### src/pusch_dr_params.svh
//--------------------------------------------------------------------
// PUSCH dimension reduction constants
// lane, antenna and beam counts, FIFO depth and field widths
//--------------------------------------------------------------------
`ifndef PUSCH_DR_PARAMS_SVH
`define PUSCH_DR_PARAMS_SVH

`define DR_LANES         2      // cpri receive lanes
`define DR_ANT_PER_LANE  2      // antennas per 64-bit IQ word
`define DR_ANT           4      // total antennas
`define DR_BEAM          2      // output beams
`define DR_IQ_W          16     // I or Q width
`define DR_PWR_W         32     // beam power accumulator, wraps
`define DR_SKEW_DEPTH    4      // per-lane de-skew FIFO depth
`define DR_LEN_W         11     // IQ word count field

`endif

### src/cpri_pkg.sv
//--------------------------------------------------------------------
// CPRI side types
// lane words, packet header layout, packet type and unpack state
//--------------------------------------------------------------------
`include "pusch_dr_params.svh"

package cpri_pkg;

    typedef struct packed {
        logic [63:0] data;
        logic        vld;
    } cpri_rx_t;

    typedef struct packed {
        logic [63:0] data;
        logic        vld;
    } cpri_tx_t;

    // packet type, carried through to the tx header
    typedef enum logic [3:0] {
        UL_DATA  = 4'd0,
        UL_SRS   = 4'd1,
        UL_PRACH = 4'd2
    } pkg_type_e;

    typedef struct packed {
        pkg_type_e              pkg_type;
        logic [6:0]             slot_idx;
        logic [3:0]             symb_idx;
        logic                   cell_idx;
        logic [7:0]             fft_agc;
        logic [`DR_LEN_W-1:0]   iq_cnt;     // IQ words after header
        logic [28:0]            rsvd;       // zero
    } cpri_hdr_t;

    typedef enum logic {ST_HDR, ST_IQ} unpack_st_e;

endpackage

### src/dr_pkg.sv
//--------------------------------------------------------------------
// dimension reduction types
// IQ sample, antenna and beam vectors, per-packet info
//--------------------------------------------------------------------
`include "pusch_dr_params.svh"

package dr_pkg;
    import cpri_pkg::*;

    typedef struct packed {
        logic signed [`DR_IQ_W-1:0] i;
        logic signed [`DR_IQ_W-1:0] q;
    } iq_t;

    typedef iq_t [`DR_ANT-1:0]  ant_vec_t;      // ant 0 in low bits
    typedef iq_t [`DR_BEAM-1:0] beam_vec_t;     // one tx data word

    // header without the count
    typedef struct packed {
        pkg_type_e  pkg_type;
        logic [6:0] slot_idx;
        logic [3:0] symb_idx;
        logic       cell_idx;
        logic [7:0] fft_agc;
    } pkt_info_t;

endpackage

### src/cpri_rx_unpack.sv
//--------------------------------------------------------------------
// CPRI receive lane unpacker
// splits the header word from the IQ words and flags the last IQ word
//--------------------------------------------------------------------
`include "pusch_dr_params.svh"

module cpri_rx_unpack
    import cpri_pkg::*;
(
    input  logic        i_clk,
    input  logic        i_rst_n,
    input  cpri_rx_t    i_rx,
    output logic        o_hdr_vld,      // one cycle per header
    output cpri_hdr_t   o_hdr,
    output logic        o_iq_vld,
    output logic [63:0] o_iq_data,
    output logic        o_iq_last
);

    unpack_st_e             st;
    logic [`DR_LEN_W-1:0]   iq_left;    // IQ words still to come
    cpri_hdr_t              rx_hdr;

    assign rx_hdr = cpri_hdr_t'(i_rx.data);

    always_ff @(posedge i_clk) begin
        if (!i_rst_n) begin
            st        <= ST_HDR;
            iq_left   <= '0;
            o_hdr_vld <= 1'b0;
            o_iq_vld  <= 1'b0;
            o_iq_last <= 1'b0;
        end else begin
            o_hdr_vld <= 1'b0;
            o_iq_vld  <= 1'b0;
            o_iq_last <= 1'b0;
            if (i_rx.vld) begin
                case (st)
                    ST_HDR: begin
                        o_hdr_vld <= 1'b1;
                        iq_left   <= rx_hdr.iq_cnt;
                        if (rx_hdr.iq_cnt != '0)
                            st <= ST_IQ;    // empty packet stays here
                    end
                    ST_IQ: begin
                        o_iq_vld <= 1'b1;
                        iq_left  <= iq_left - 1'b1;
                        if (iq_left == `DR_LEN_W'(1)) begin
                            o_iq_last <= 1'b1;
                            st        <= ST_HDR;
                        end
                    end
                    default: st <= ST_HDR;
                endcase
            end
        end
    end

    // payload capture
    always_ff @(posedge i_clk) begin
        if (i_rx.vld) begin
            if (st == ST_HDR)
                o_hdr <= rx_hdr;
            else
                o_iq_data <= i_rx.data;
        end
    end

endmodule

### src/cpri_rxdata_top.sv
//--------------------------------------------------------------------
// CPRI receive side
// per-lane unpack, lane de-skew FIFOs and header agreement check,
// presents one aligned four-antenna vector per pop
//--------------------------------------------------------------------
`include "pusch_dr_params.svh"

module cpri_rxdata_top
    import cpri_pkg::*;
    import dr_pkg::*;
(
    input  logic        i_clk,
    input  logic        i_rst_n,
    input  cpri_rx_t    i_l0_rx,
    input  cpri_rx_t    i_l1_rx,
    output pkt_info_t   o_info,
    output logic        o_ant_vld,
    output ant_vec_t    o_ant,
    output logic        o_ant_last,
    output logic        o_align_err     // sticky until reset
);

    localparam int AW = $clog2(`DR_SKEW_DEPTH);

    cpri_rx_t  [`DR_LANES-1:0]          rx;
    logic      [`DR_LANES-1:0]          hdr_vld;
    cpri_hdr_t [`DR_LANES-1:0]          hdr;
    cpri_hdr_t [`DR_LANES-1:0]          hdr_q;
    logic      [`DR_LANES-1:0]          hdr_got;
    logic      [`DR_LANES-1:0]          iq_vld;
    logic      [`DR_LANES-1:0][63:0]    iq_data;
    logic      [`DR_LANES-1:0]          iq_last;
    logic      [`DR_LANES-1:0]          nempty;
    logic      [`DR_LANES-1:0]          ovf;
    logic      [`DR_LANES-1:0][64:0]    head;       // {last, word}
    logic                               pop;

    assign rx  = {i_l1_rx, i_l0_rx};
    assign pop = &nempty;   // all lanes hold a word

    //----------------------------------------------------------------
    // per-lane unpack and de-skew FIFO
    //----------------------------------------------------------------
    for (genvar l = 0; l < `DR_LANES; l++) begin : g_lane
        logic [64:0]   mem [`DR_SKEW_DEPTH];
        logic [AW-1:0] wp;
        logic [AW-1:0] rp;
        logic [AW:0]   cnt;
        logic          wr;

        cpri_rx_unpack u_unpack (
            .i_clk      (i_clk),
            .i_rst_n    (i_rst_n),
            .i_rx       (rx[l]),
            .o_hdr_vld  (hdr_vld[l]),
            .o_hdr      (hdr[l]),
            .o_iq_vld   (iq_vld[l]),
            .o_iq_data  (iq_data[l]),
            .o_iq_last  (iq_last[l])
        );

        assign ovf[l]    = iq_vld[l] & (cnt == `DR_SKEW_DEPTH) & ~pop;
        assign wr        = iq_vld[l] & ~ovf[l];
        assign nempty[l] = (cnt != '0);
        assign head[l]   = mem[rp];

        always_ff @(posedge i_clk) begin
            if (wr)
                mem[wp] <= {iq_last[l], iq_data[l]};
        end

        always_ff @(posedge i_clk) begin
            if (!i_rst_n) begin
                wp  <= '0;
                rp  <= '0;
                cnt <= '0;
            end else begin
                if (wr)
                    wp <= wp + 1'b1;
                if (pop)
                    rp <= rp + 1'b1;
                cnt <= cnt + wr - pop;
            end
        end
    end

    //----------------------------------------------------------------
    // aligned output
    //----------------------------------------------------------------
    always_ff @(posedge i_clk) begin
        if (!i_rst_n) begin
            o_ant_vld  <= 1'b0;
            o_ant_last <= 1'b0;
        end else begin
            o_ant_vld  <= pop;
            o_ant_last <= pop & head[0][64];    // lanes end together
        end
    end

    always_ff @(posedge i_clk) begin
        if (pop) begin
            for (int l = 0; l < `DR_LANES; l++)
                for (int a = 0; a < `DR_ANT_PER_LANE; a++)
                    o_ant[l*`DR_ANT_PER_LANE+a] <= head[l][a*32 +: 32];
        end
    end

    // header latch and lane compare
    always_ff @(posedge i_clk) begin
        for (int l = 0; l < `DR_LANES; l++)
            if (hdr_vld[l])
                hdr_q[l] <= hdr[l];
    end

    always_ff @(posedge i_clk) begin
        if (!i_rst_n) begin
            hdr_got     <= '0;
            o_align_err <= 1'b0;
        end else begin
            hdr_got <= (&hdr_got) ? hdr_vld : (hdr_got | hdr_vld);
            if (((&hdr_got) && (hdr_q[1] != hdr_q[0])) || (|ovf))
                o_align_err <= 1'b1;
        end
    end

    assign o_info = '{pkg_type: hdr_q[0].pkg_type, slot_idx: hdr_q[0].slot_idx,
                      symb_idx: hdr_q[0].symb_idx, cell_idx: hdr_q[0].cell_idx,
                      fft_agc:  hdr_q[0].fft_agc};

endmodule

### src/pusch_dr_core.sv
//--------------------------------------------------------------------
// PUSCH dimension reduction core
// two-stage fixed beam combiner, RBG framing and per-beam power sums
//--------------------------------------------------------------------
`include "pusch_dr_params.svh"

module pusch_dr_core
    import dr_pkg::*;
(
    input  logic        i_clk,
    input  logic        i_rst_n,
    input  logic [1:0]  i_rbg_size,     // 0:4 1:8 else 16 samples
    input  pkt_info_t   i_info,
    input  logic        i_ant_vld,
    input  ant_vec_t    i_ant,
    input  logic        i_ant_last,
    output logic        o_dr_vld,
    output beam_vec_t   o_dr_data,
    output logic        o_dr_sop,
    output logic        o_dr_eop,
    output logic        o_rbg_load,
    output logic [3:0]  o_rbg_idx,
    output logic [`DR_BEAM-1:0][`DR_PWR_W-1:0] o_beam_pwr,
    output pkt_info_t   o_info
);

    localparam int SUM_W = `DR_IQ_W + 2;

    logic signed [SUM_W-1:0] cmb_i [`DR_BEAM];
    logic signed [SUM_W-1:0] cmb_q [`DR_BEAM];
    logic signed [SUM_W-1:0] sum_i [`DR_BEAM];
    logic signed [SUM_W-1:0] sum_q [`DR_BEAM];
    logic [3:0]  rbg_last;          // last sample index in an RBG
    logic [3:0]  smp_cnt;
    logic [3:0]  rbg_cnt;
    logic        eop_now;
    logic        vld1, sop1, eop1;
    logic [3:0]  idx1;
    pkt_info_t   info1;

    function automatic logic [`DR_PWR_W-1:0] iq_pwr(input iq_t s);
        logic signed [2*`DR_IQ_W-1:0] ii;
        logic signed [2*`DR_IQ_W-1:0] qq;
        ii = s.i * s.i;
        qq = s.q * s.q;
        return ii + qq;
    endfunction

    always_comb begin
        case (i_rbg_size)
            2'd0:    rbg_last = 4'd3;
            2'd1:    rbg_last = 4'd7;
            default: rbg_last = 4'd15;
        endcase
    end

    // beam 0 adds all antennas, beam 1 subtracts the odd ones
    always_comb begin
        for (int b = 0; b < `DR_BEAM; b++) begin
            cmb_i[b] = '0;
            cmb_q[b] = '0;
            for (int a = 0; a < `DR_ANT; a++) begin
                if (b == 1 && a[0]) begin
                    cmb_i[b] = cmb_i[b] - i_ant[a].i;
                    cmb_q[b] = cmb_q[b] - i_ant[a].q;
                end else begin
                    cmb_i[b] = cmb_i[b] + i_ant[a].i;
                    cmb_q[b] = cmb_q[b] + i_ant[a].q;
                end
            end
        end
    end

    assign eop_now = (smp_cnt == rbg_last) || i_ant_last;

    //----------------------------------------------------------------
    // stage 1: sums and framing
    //----------------------------------------------------------------
    always_ff @(posedge i_clk) begin
        if (!i_rst_n) begin
            vld1    <= 1'b0;
            smp_cnt <= '0;
            rbg_cnt <= '0;
        end else begin
            vld1 <= i_ant_vld;
            if (i_ant_vld) begin
                smp_cnt <= eop_now ? 4'd0 : smp_cnt + 1'b1;
                if (eop_now)
                    rbg_cnt <= i_ant_last ? 4'd0 : rbg_cnt + 1'b1;
            end
        end
    end

    always_ff @(posedge i_clk) begin
        if (i_ant_vld) begin
            sum_i <= cmb_i;
            sum_q <= cmb_q;
            sop1  <= (smp_cnt == '0);
            eop1  <= eop_now;
            idx1  <= rbg_cnt;
            info1 <= i_info;
        end
    end

    //----------------------------------------------------------------
    // stage 2: shift to output width
    //----------------------------------------------------------------
    always_ff @(posedge i_clk) begin
        if (!i_rst_n) begin
            o_dr_vld   <= 1'b0;
            o_dr_sop   <= 1'b0;
            o_dr_eop   <= 1'b0;
            o_rbg_load <= 1'b0;
        end else begin
            o_dr_vld   <= vld1;
            o_dr_sop   <= vld1 & sop1;
            o_dr_eop   <= vld1 & eop1;
            o_rbg_load <= o_dr_vld & o_dr_eop;  // sums complete next cycle
        end
    end

    always_ff @(posedge i_clk) begin
        if (vld1) begin
            for (int b = 0; b < `DR_BEAM; b++) begin
                o_dr_data[b].i <= `DR_IQ_W'(sum_i[b] >>> 2);
                o_dr_data[b].q <= `DR_IQ_W'(sum_q[b] >>> 2);
            end
            o_rbg_idx <= idx1;
            o_info    <= info1;
        end
    end

    // power per RBG, restarts on sop
    always_ff @(posedge i_clk) begin
        if (o_dr_vld) begin
            for (int b = 0; b < `DR_BEAM; b++)
                o_beam_pwr[b] <= (o_dr_sop ? '0 : o_beam_pwr[b]) + iq_pwr(o_dr_data[b]);
        end
    end

endmodule

### src/cpri_txdata_top.sv
//--------------------------------------------------------------------
// CPRI transmit side
// lane 0 carries beam samples, lane 1 carries packet header and
// per-RBG power words with a one-entry header holding register
//--------------------------------------------------------------------
`include "pusch_dr_params.svh"

module cpri_txdata_top
    import cpri_pkg::*;
    import dr_pkg::*;
(
    input  logic        i_clk,
    input  logic        i_rst_n,
    input  logic        i_iq_tx_enable,
    input  logic        i_dr_vld,
    input  beam_vec_t   i_dr_data,
    input  logic        i_dr_sop,
    input  logic        i_rbg_load,
    input  logic [3:0]  i_rbg_idx,
    input  logic [`DR_BEAM-1:0][`DR_PWR_W-1:0] i_beam_pwr,
    input  pkt_info_t   i_info,
    output cpri_tx_t    o_cpri0_tx,
    output cpri_tx_t    o_cpri1_tx
);

    logic        tx0_vld;
    logic [63:0] tx0_data;
    logic        tx1_vld;
    logic [63:0] tx1_data;
    logic        hdr_req;
    logic        pwr_req;
    logic        hdr_pend;          // header waiting behind a power word
    cpri_hdr_t   pend_hdr;
    cpri_hdr_t   new_hdr;

    assign hdr_req = i_iq_tx_enable & i_dr_sop & (i_rbg_idx == '0);
    assign pwr_req = i_iq_tx_enable & i_rbg_load;

    assign new_hdr = '{pkg_type: i_info.pkg_type, slot_idx: i_info.slot_idx,
                       symb_idx: i_info.symb_idx, cell_idx: i_info.cell_idx,
                       fft_agc:  i_info.fft_agc,  iq_cnt:   '0, rsvd: '0};

    //----------------------------------------------------------------
    // lane 0 beam data
    //----------------------------------------------------------------
    always_ff @(posedge i_clk) begin
        if (!i_rst_n)
            tx0_vld <= 1'b0;
        else
            tx0_vld <= i_iq_tx_enable & i_dr_vld;
    end

    always_ff @(posedge i_clk) begin
        if (i_dr_vld)
            tx0_data <= i_dr_data;  // beam 0 in low half
    end

    //----------------------------------------------------------------
    // lane 1 header and power
    //----------------------------------------------------------------
    always_ff @(posedge i_clk) begin
        if (!i_rst_n) begin
            tx1_vld  <= 1'b0;
            hdr_pend <= 1'b0;
        end else begin
            tx1_vld <= 1'b0;
            if (!i_iq_tx_enable) begin
                hdr_pend <= 1'b0;
            end else if (pwr_req) begin
                tx1_vld  <= 1'b1;
                tx1_data <= {i_beam_pwr[1], i_beam_pwr[0]};
                if (hdr_req) begin
                    hdr_pend <= 1'b1;   // header goes next cycle
                    pend_hdr <= new_hdr;
                end
            end else if (hdr_pend) begin
                tx1_vld  <= 1'b1;
                tx1_data <= pend_hdr;
                hdr_pend <= hdr_req;
                pend_hdr <= new_hdr;
            end else if (hdr_req) begin
                tx1_vld  <= 1'b1;
                tx1_data <= new_hdr;
            end
        end
    end

    assign o_cpri0_tx = '{data: tx0_data, vld: tx0_vld};
    assign o_cpri1_tx = '{data: tx1_data, vld: tx1_vld};

endmodule

### src/pusch_dr_top.sv
//--------------------------------------------------------------------
// PUSCH dimension reduction top level
// receive alignment, beam core and transmit repack
//--------------------------------------------------------------------
`include "pusch_dr_params.svh"

module pusch_dr_top
    import cpri_pkg::*;
    import dr_pkg::*;
(
    input  logic        i_clk,
    input  logic        i_rst_n,
    input  logic [1:0]  i_rbg_size,     // 2 selects 16-sample RBG
    input  cpri_rx_t    i_l0_rx,
    input  cpri_rx_t    i_l1_rx,
    input  logic        i_iq_tx_enable,
    output cpri_tx_t    o_cpri0_tx,     // beam data
    output cpri_tx_t    o_cpri1_tx,     // header and power
    output logic        o_align_err
);

    pkt_info_t   rx_info;
    logic        ant_vld;
    ant_vec_t    ant;
    logic        ant_last;
    logic        dr_vld;
    beam_vec_t   dr_data;
    logic        dr_sop;
    logic        dr_eop;
    logic        rbg_load;
    logic [3:0]  rbg_idx;
    pkt_info_t   dr_info;
    logic [`DR_BEAM-1:0][`DR_PWR_W-1:0] beam_pwr;

    cpri_rxdata_top u_rxdata (
        .i_clk          (i_clk),
        .i_rst_n        (i_rst_n),
        .i_l0_rx        (i_l0_rx),
        .i_l1_rx        (i_l1_rx),
        .o_info         (rx_info),
        .o_ant_vld      (ant_vld),
        .o_ant          (ant),
        .o_ant_last     (ant_last),
        .o_align_err    (o_align_err)
    );

    pusch_dr_core u_core (
        .i_clk          (i_clk),
        .i_rst_n        (i_rst_n),
        .i_rbg_size     (i_rbg_size),
        .i_info         (rx_info),
        .i_ant_vld      (ant_vld),
        .i_ant          (ant),
        .i_ant_last     (ant_last),
        .o_dr_vld       (dr_vld),
        .o_dr_data      (dr_data),
        .o_dr_sop       (dr_sop),
        .o_dr_eop       (dr_eop),
        .o_rbg_load     (rbg_load),
        .o_rbg_idx      (rbg_idx),
        .o_beam_pwr     (beam_pwr),
        .o_info         (dr_info)
    );

    cpri_txdata_top u_txdata (
        .i_clk          (i_clk),
        .i_rst_n        (i_rst_n),
        .i_iq_tx_enable (i_iq_tx_enable),
        .i_dr_vld       (dr_vld),
        .i_dr_data      (dr_data),
        .i_dr_sop       (dr_sop),
        .i_rbg_load     (rbg_load),
        .i_rbg_idx      (rbg_idx),
        .i_beam_pwr     (beam_pwr),
        .i_info         (dr_info),
        .o_cpri0_tx     (o_cpri0_tx),
        .o_cpri1_tx     (o_cpri1_tx)
    );

endmodule

### config.mk
export PLATFORM = sky130hd
export DESIGN_NAME = pusch_dr_top
export DESIGN_NICKNAME = d
export VERILOG_FILES = /design/src/cpri_pkg.sv /design/src/dr_pkg.sv /design/src/cpri_rx_unpack.sv /design/src/cpri_rxdata_top.sv /design/src/pusch_dr_core.sv /design/src/cpri_txdata_top.sv /design/src/pusch_dr_top.sv
export VERILOG_INCLUDE_DIRS = /design/src /design/src/src
export SDC_FILE = /design/constraint.sdc
export NUM_CORES = 2
export LEC_CHECK = 0
export BUFFER_PORTS_ARGS = -buffer_cell sky130_fd_sc_hd__buf_2
export CAP_MARGIN = 20
export CORE_MARGIN = 4
export CORE_UTILIZATION = 55
export CTS_BUF_LIST = sky130_fd_sc_hd__clkbuf_4 sky130_fd_sc_hd__clkbuf_8
export DETAILED_ROUTE_END_ITERATION = 10
export PLACE_DENSITY = 0.73
export SLEW_MARGIN = 20
export SYNTH_ARGS = -nofsm -noshare
export SYNTH_HDL_FRONTEND = slang
export SYNTH_SLANG_ARGS = --single-unit
### constraint.sdc
create_clock -name i_clk -period 14.1 [get_ports i_clk]
set_input_delay 2.82 -clock i_clk [delete_from_list [all_inputs] [get_ports i_clk]]
set_output_delay 2.82 -clock i_clk [all_outputs]
set_load 0.02 [all_outputs]
==> results.py <==
metrics = {
    "timing": {
        "worst_slack_ns": 5.756,
        "tightest_slew_ns": 1.140,
        "worst_clock_skew_ns": 0.07453,
        "fmax_ghz": 0.1198,
        "finalSetupViolations": 0,
        "period_needed_ns": 8.344,
        "slew_viol_final": 0,
        "fin_tns_setup_ns": 0,
        "period_share": 0.5918,
        "hold_violations": 0,
        "rsz0062_at_grt": "false",
        "max_slew_margin": 0.2383,
    },
    "critical_path": {
        "critPathKind": "flop to flop",
        "r2r_slack_ns": 5.76,
        "worst_ep_required_time_ns": 14.78,
        "crit_arrival_ns": 9.02,
        "cp_max_fo": 21,
        "crit_path_start_kind": "flop",
        "endpoint_kind": "flop",
    },
    "place": {
        "io_buffers": 265,
        "place_ws_ns": 5.863,
        "dp_hpwl_mm": 165.3,
        "gp_congestion": 0.8931,
    },
    "clock_tree": {
        "cts_buffer_depth": 3,
        "ctsHoldBuffers": 0,
        "htree_num_levels": 4,
        "cts_root_buf": "clkbuf_8",
        "cts_buffers": 233,
        "clk_latency_ns": 1.00,
        "cts_setup_buffers": 0,
        "cts_tree": "built",
        "clock_sinks": 1496,
        "ctsResizeCount": 0,
        "path_clk_slew_ns": 0.06,
    },
    "run": {
        "maxCapViolCount": 0,
    },
    "global_route": {
        "antenna_found_initial": 11,
        "grt_remaining_overflow": 0,
        "track_usage": 0.2580,
        "grt_pass1_wl_mm": 341.6,
        "grt_max_degree": 75,
        "grt_pass1_vias": 57320,
    },
    "finish": {
        "synthToLayoutAreaGrowth_pct": 9.579,
        "nNetsFinal": 8884,
        "drive_above_1_share": 0.1216,
    },
    "floorplan": {
        "die_width_microns": 421.2,
        "dieArea_sq_um": 177400,
        "initial_core_util": 0.5540,
        "num_rows": 151,
        "io_pins": 266,
        "die_h_microns": 421.2,
        "coreArea_sq_um": 169500,
    },
    "run_status": {
        "status": "complete, but fails checks",
        "violations": "antenna violations",
    },
    "synth": {
        "synth_seq_cells": 1496,
        "syn_inst": 6694,
        "yosys_warnings": 0,
        "async_reset_ff_frac": 0,
        "yosys-top-cells-area": "edfxtp_1 46%, fa_1 27%, inv_1 6.0%, ha_1 5.0%, mux4_2 3.1%",
        "synth_top_cell_area_share": 0.4573,
        "syn_nets": 8473,
        "ys_types": 73,
        "synth_top_cell_by_area": "edfxtp_1",
        "synth_edf_count": 1430,
        "synth.most_common_cell": "inv_1",
        "synth-seq-area-share": 0.4714,
        "synth_commonest_cells": "1497 x inv_1, 1430 x edfxtp_1, 1270 x fa_1, 374 x ha_1, 367 x nand2_1",
        "avgSynthCellArea_sq_um": 14.03,
        "synth_area_sq_um": 93900,
        "synth_top_flop_cell": "edfxtp_1",
    },
    "drt": {
        "drt_wl_total_mm": 220.9,
        "route.detailed.drc": 0,
        "num_vias": 52020,
        "first_pass_iters": 5,
        "wl_per_cell_microns": 23.18,
        "via_per_inst": 5.457,
        "postRouteAntennaNets": 1,
        "drt_iter0_drc": 4305,
    },
    "min_path": {
        "hold_path.class": "flop to flop",
    },
}
[logic make-up (layout without fill, tap and decap cells)]
group	count (synthesis)	in the layout	share of synthesized area
AOI/OAI and AO/OA	376	376	0.02638
xor gates and xnor gates	245	245	0.02285
adders and majority gates	1644	1644	0.3206
buffers and inverters	1659	2267	0.06653
DFF	1496	1496	0.4714
muxes	162	162	0.03450
other	0	13	0
and+or+nand+nor	1112	1112	0.05771
[worst max-delay path, cell delays in order, from the launching register on]
cell and delay [ns]:
edfxtp_1 0.82, and2_1 0.75, inv_1 0.32, fa_1 0.55
inv_1 0.05, fa_1 0.51, fa_1 0.44, fa_1 0.50
fa_1 0.60, fa_1 0.44, fa_1 0.49, inv_1 0.05
fa_1 0.47, inv_1 0.04, ha_1 0.38, and4_1 0.30
nand2_1 0.12, nor4_1 0.67, o41ai_2 0.23, nand2_1 0.10
a31oi_1 0.10, xnor2_1 0.13
[path summary, 6_finish.rpt]
kind,from,endpoint,depth (start not counted)
setup / recovery,u_core.o_dr_data[15],u_core.o_beam_pwr[31],21
hold / removal,u_core.sum_q[15],u_core.o_dr_data[45],0
setup reg to reg,u_core.o_dr_data[15],u_core.o_beam_pwr[31],21
hold reg to reg,u_core.sum_q[15],u_core.o_dr_data[45],0
[flip-flops by register name (all words and copies together), names as in the netlist, 6 cells and up, named ones only]
| signal | count |
|---|---|
| u_core.o_beam_pwr | 64 |
| u_rxdata.g_lane.u_unpack.iq_left | 22 |
| u_core.info1 | 24 |
| u_txdata.pend_hdr | 24 |
| u_core.sum_i | 32 |
| u_rxdata.g_lane.mem | 516 |
| u_core.o_info | 24 |
| u_rxdata.hdr_q | 104 |
| u_rxdata.g_lane.u_unpack.o_hdr | 128 |
| u_rxdata.o_ant | 128 |
| u_rxdata.g_lane.u_unpack.o_iq_data | 128 |
| u_rxdata.g_lane.cnt | 6 |
| u_core.sum_q | 32 |
| u_txdata.tx0_data | 64 |
| u_core.o_dr_data | 64 |
| u_rxdata.o_info | 24 |
| u_txdata.tx1_data | 64 |
[per-layer routing]
layer | part of all wire | wire, microns | up-vias | global-route usage
met5 | 0.00010 | 23 | - | 0
met4 | 0.050 | 11030 | 4 | 0.1129
met3 | 0.069 | 15320 | 441 | 0.04368
met2 | 0.50 | 110600 | 1998 | 0.4317
met1 | 0.38 | 84010 | 27000 | 0.3360
li1 | - | - | 22570 | -
[layout by cell type, fill, tap and decap left out, types with 59 or more instances in the layout]
master	n
buf_4	67
nor2_1	220
clkbuf_8	240
fa_1	1270
nand2_1	366
nor2b_1	68
and2_1	206
inv_1	1497
a21oi_1	118
clkinv_1	59
ha_1	374
buf_2	265
mux4_2	129
clkbuf_4	76
xnor2_1	193
edfxtp_1	1430
[stage by stage]
step | std cells | instance area, sq um | utilization | hold slack [ns]
after floorplan | 6694 | 93900 | - | 0.4003
after global placement | 9087 | 97980 | 0.5782 | 0.4001
after detailed placement | 9087 | 97980 | 0.5782 | 0.4045
after CTS | 9519 | 102800 | 0.6067 | 0.3413
after global routing | 9523 | 102900 | 0.6070 | 0.3531
final | 9533 | 102900 | 0.6071 | 0.3717
[area by class of cell]
class	instances	area, sq um
Tap cell	2218	2775
Multi-Input combinational cell	3539	43440
Inverter	1501	5637
Timing Repair Buffer	334	1868
Clock inverter	116	965.9
Clock buffer	316	3874
Fill cell	12790	66580
Sequential cell	1496	44290
Antenna cell	13	32.53
Power is not shown: default switching activity piles up to over one toggle a cycle in this logic, so the estimate is an artifact.
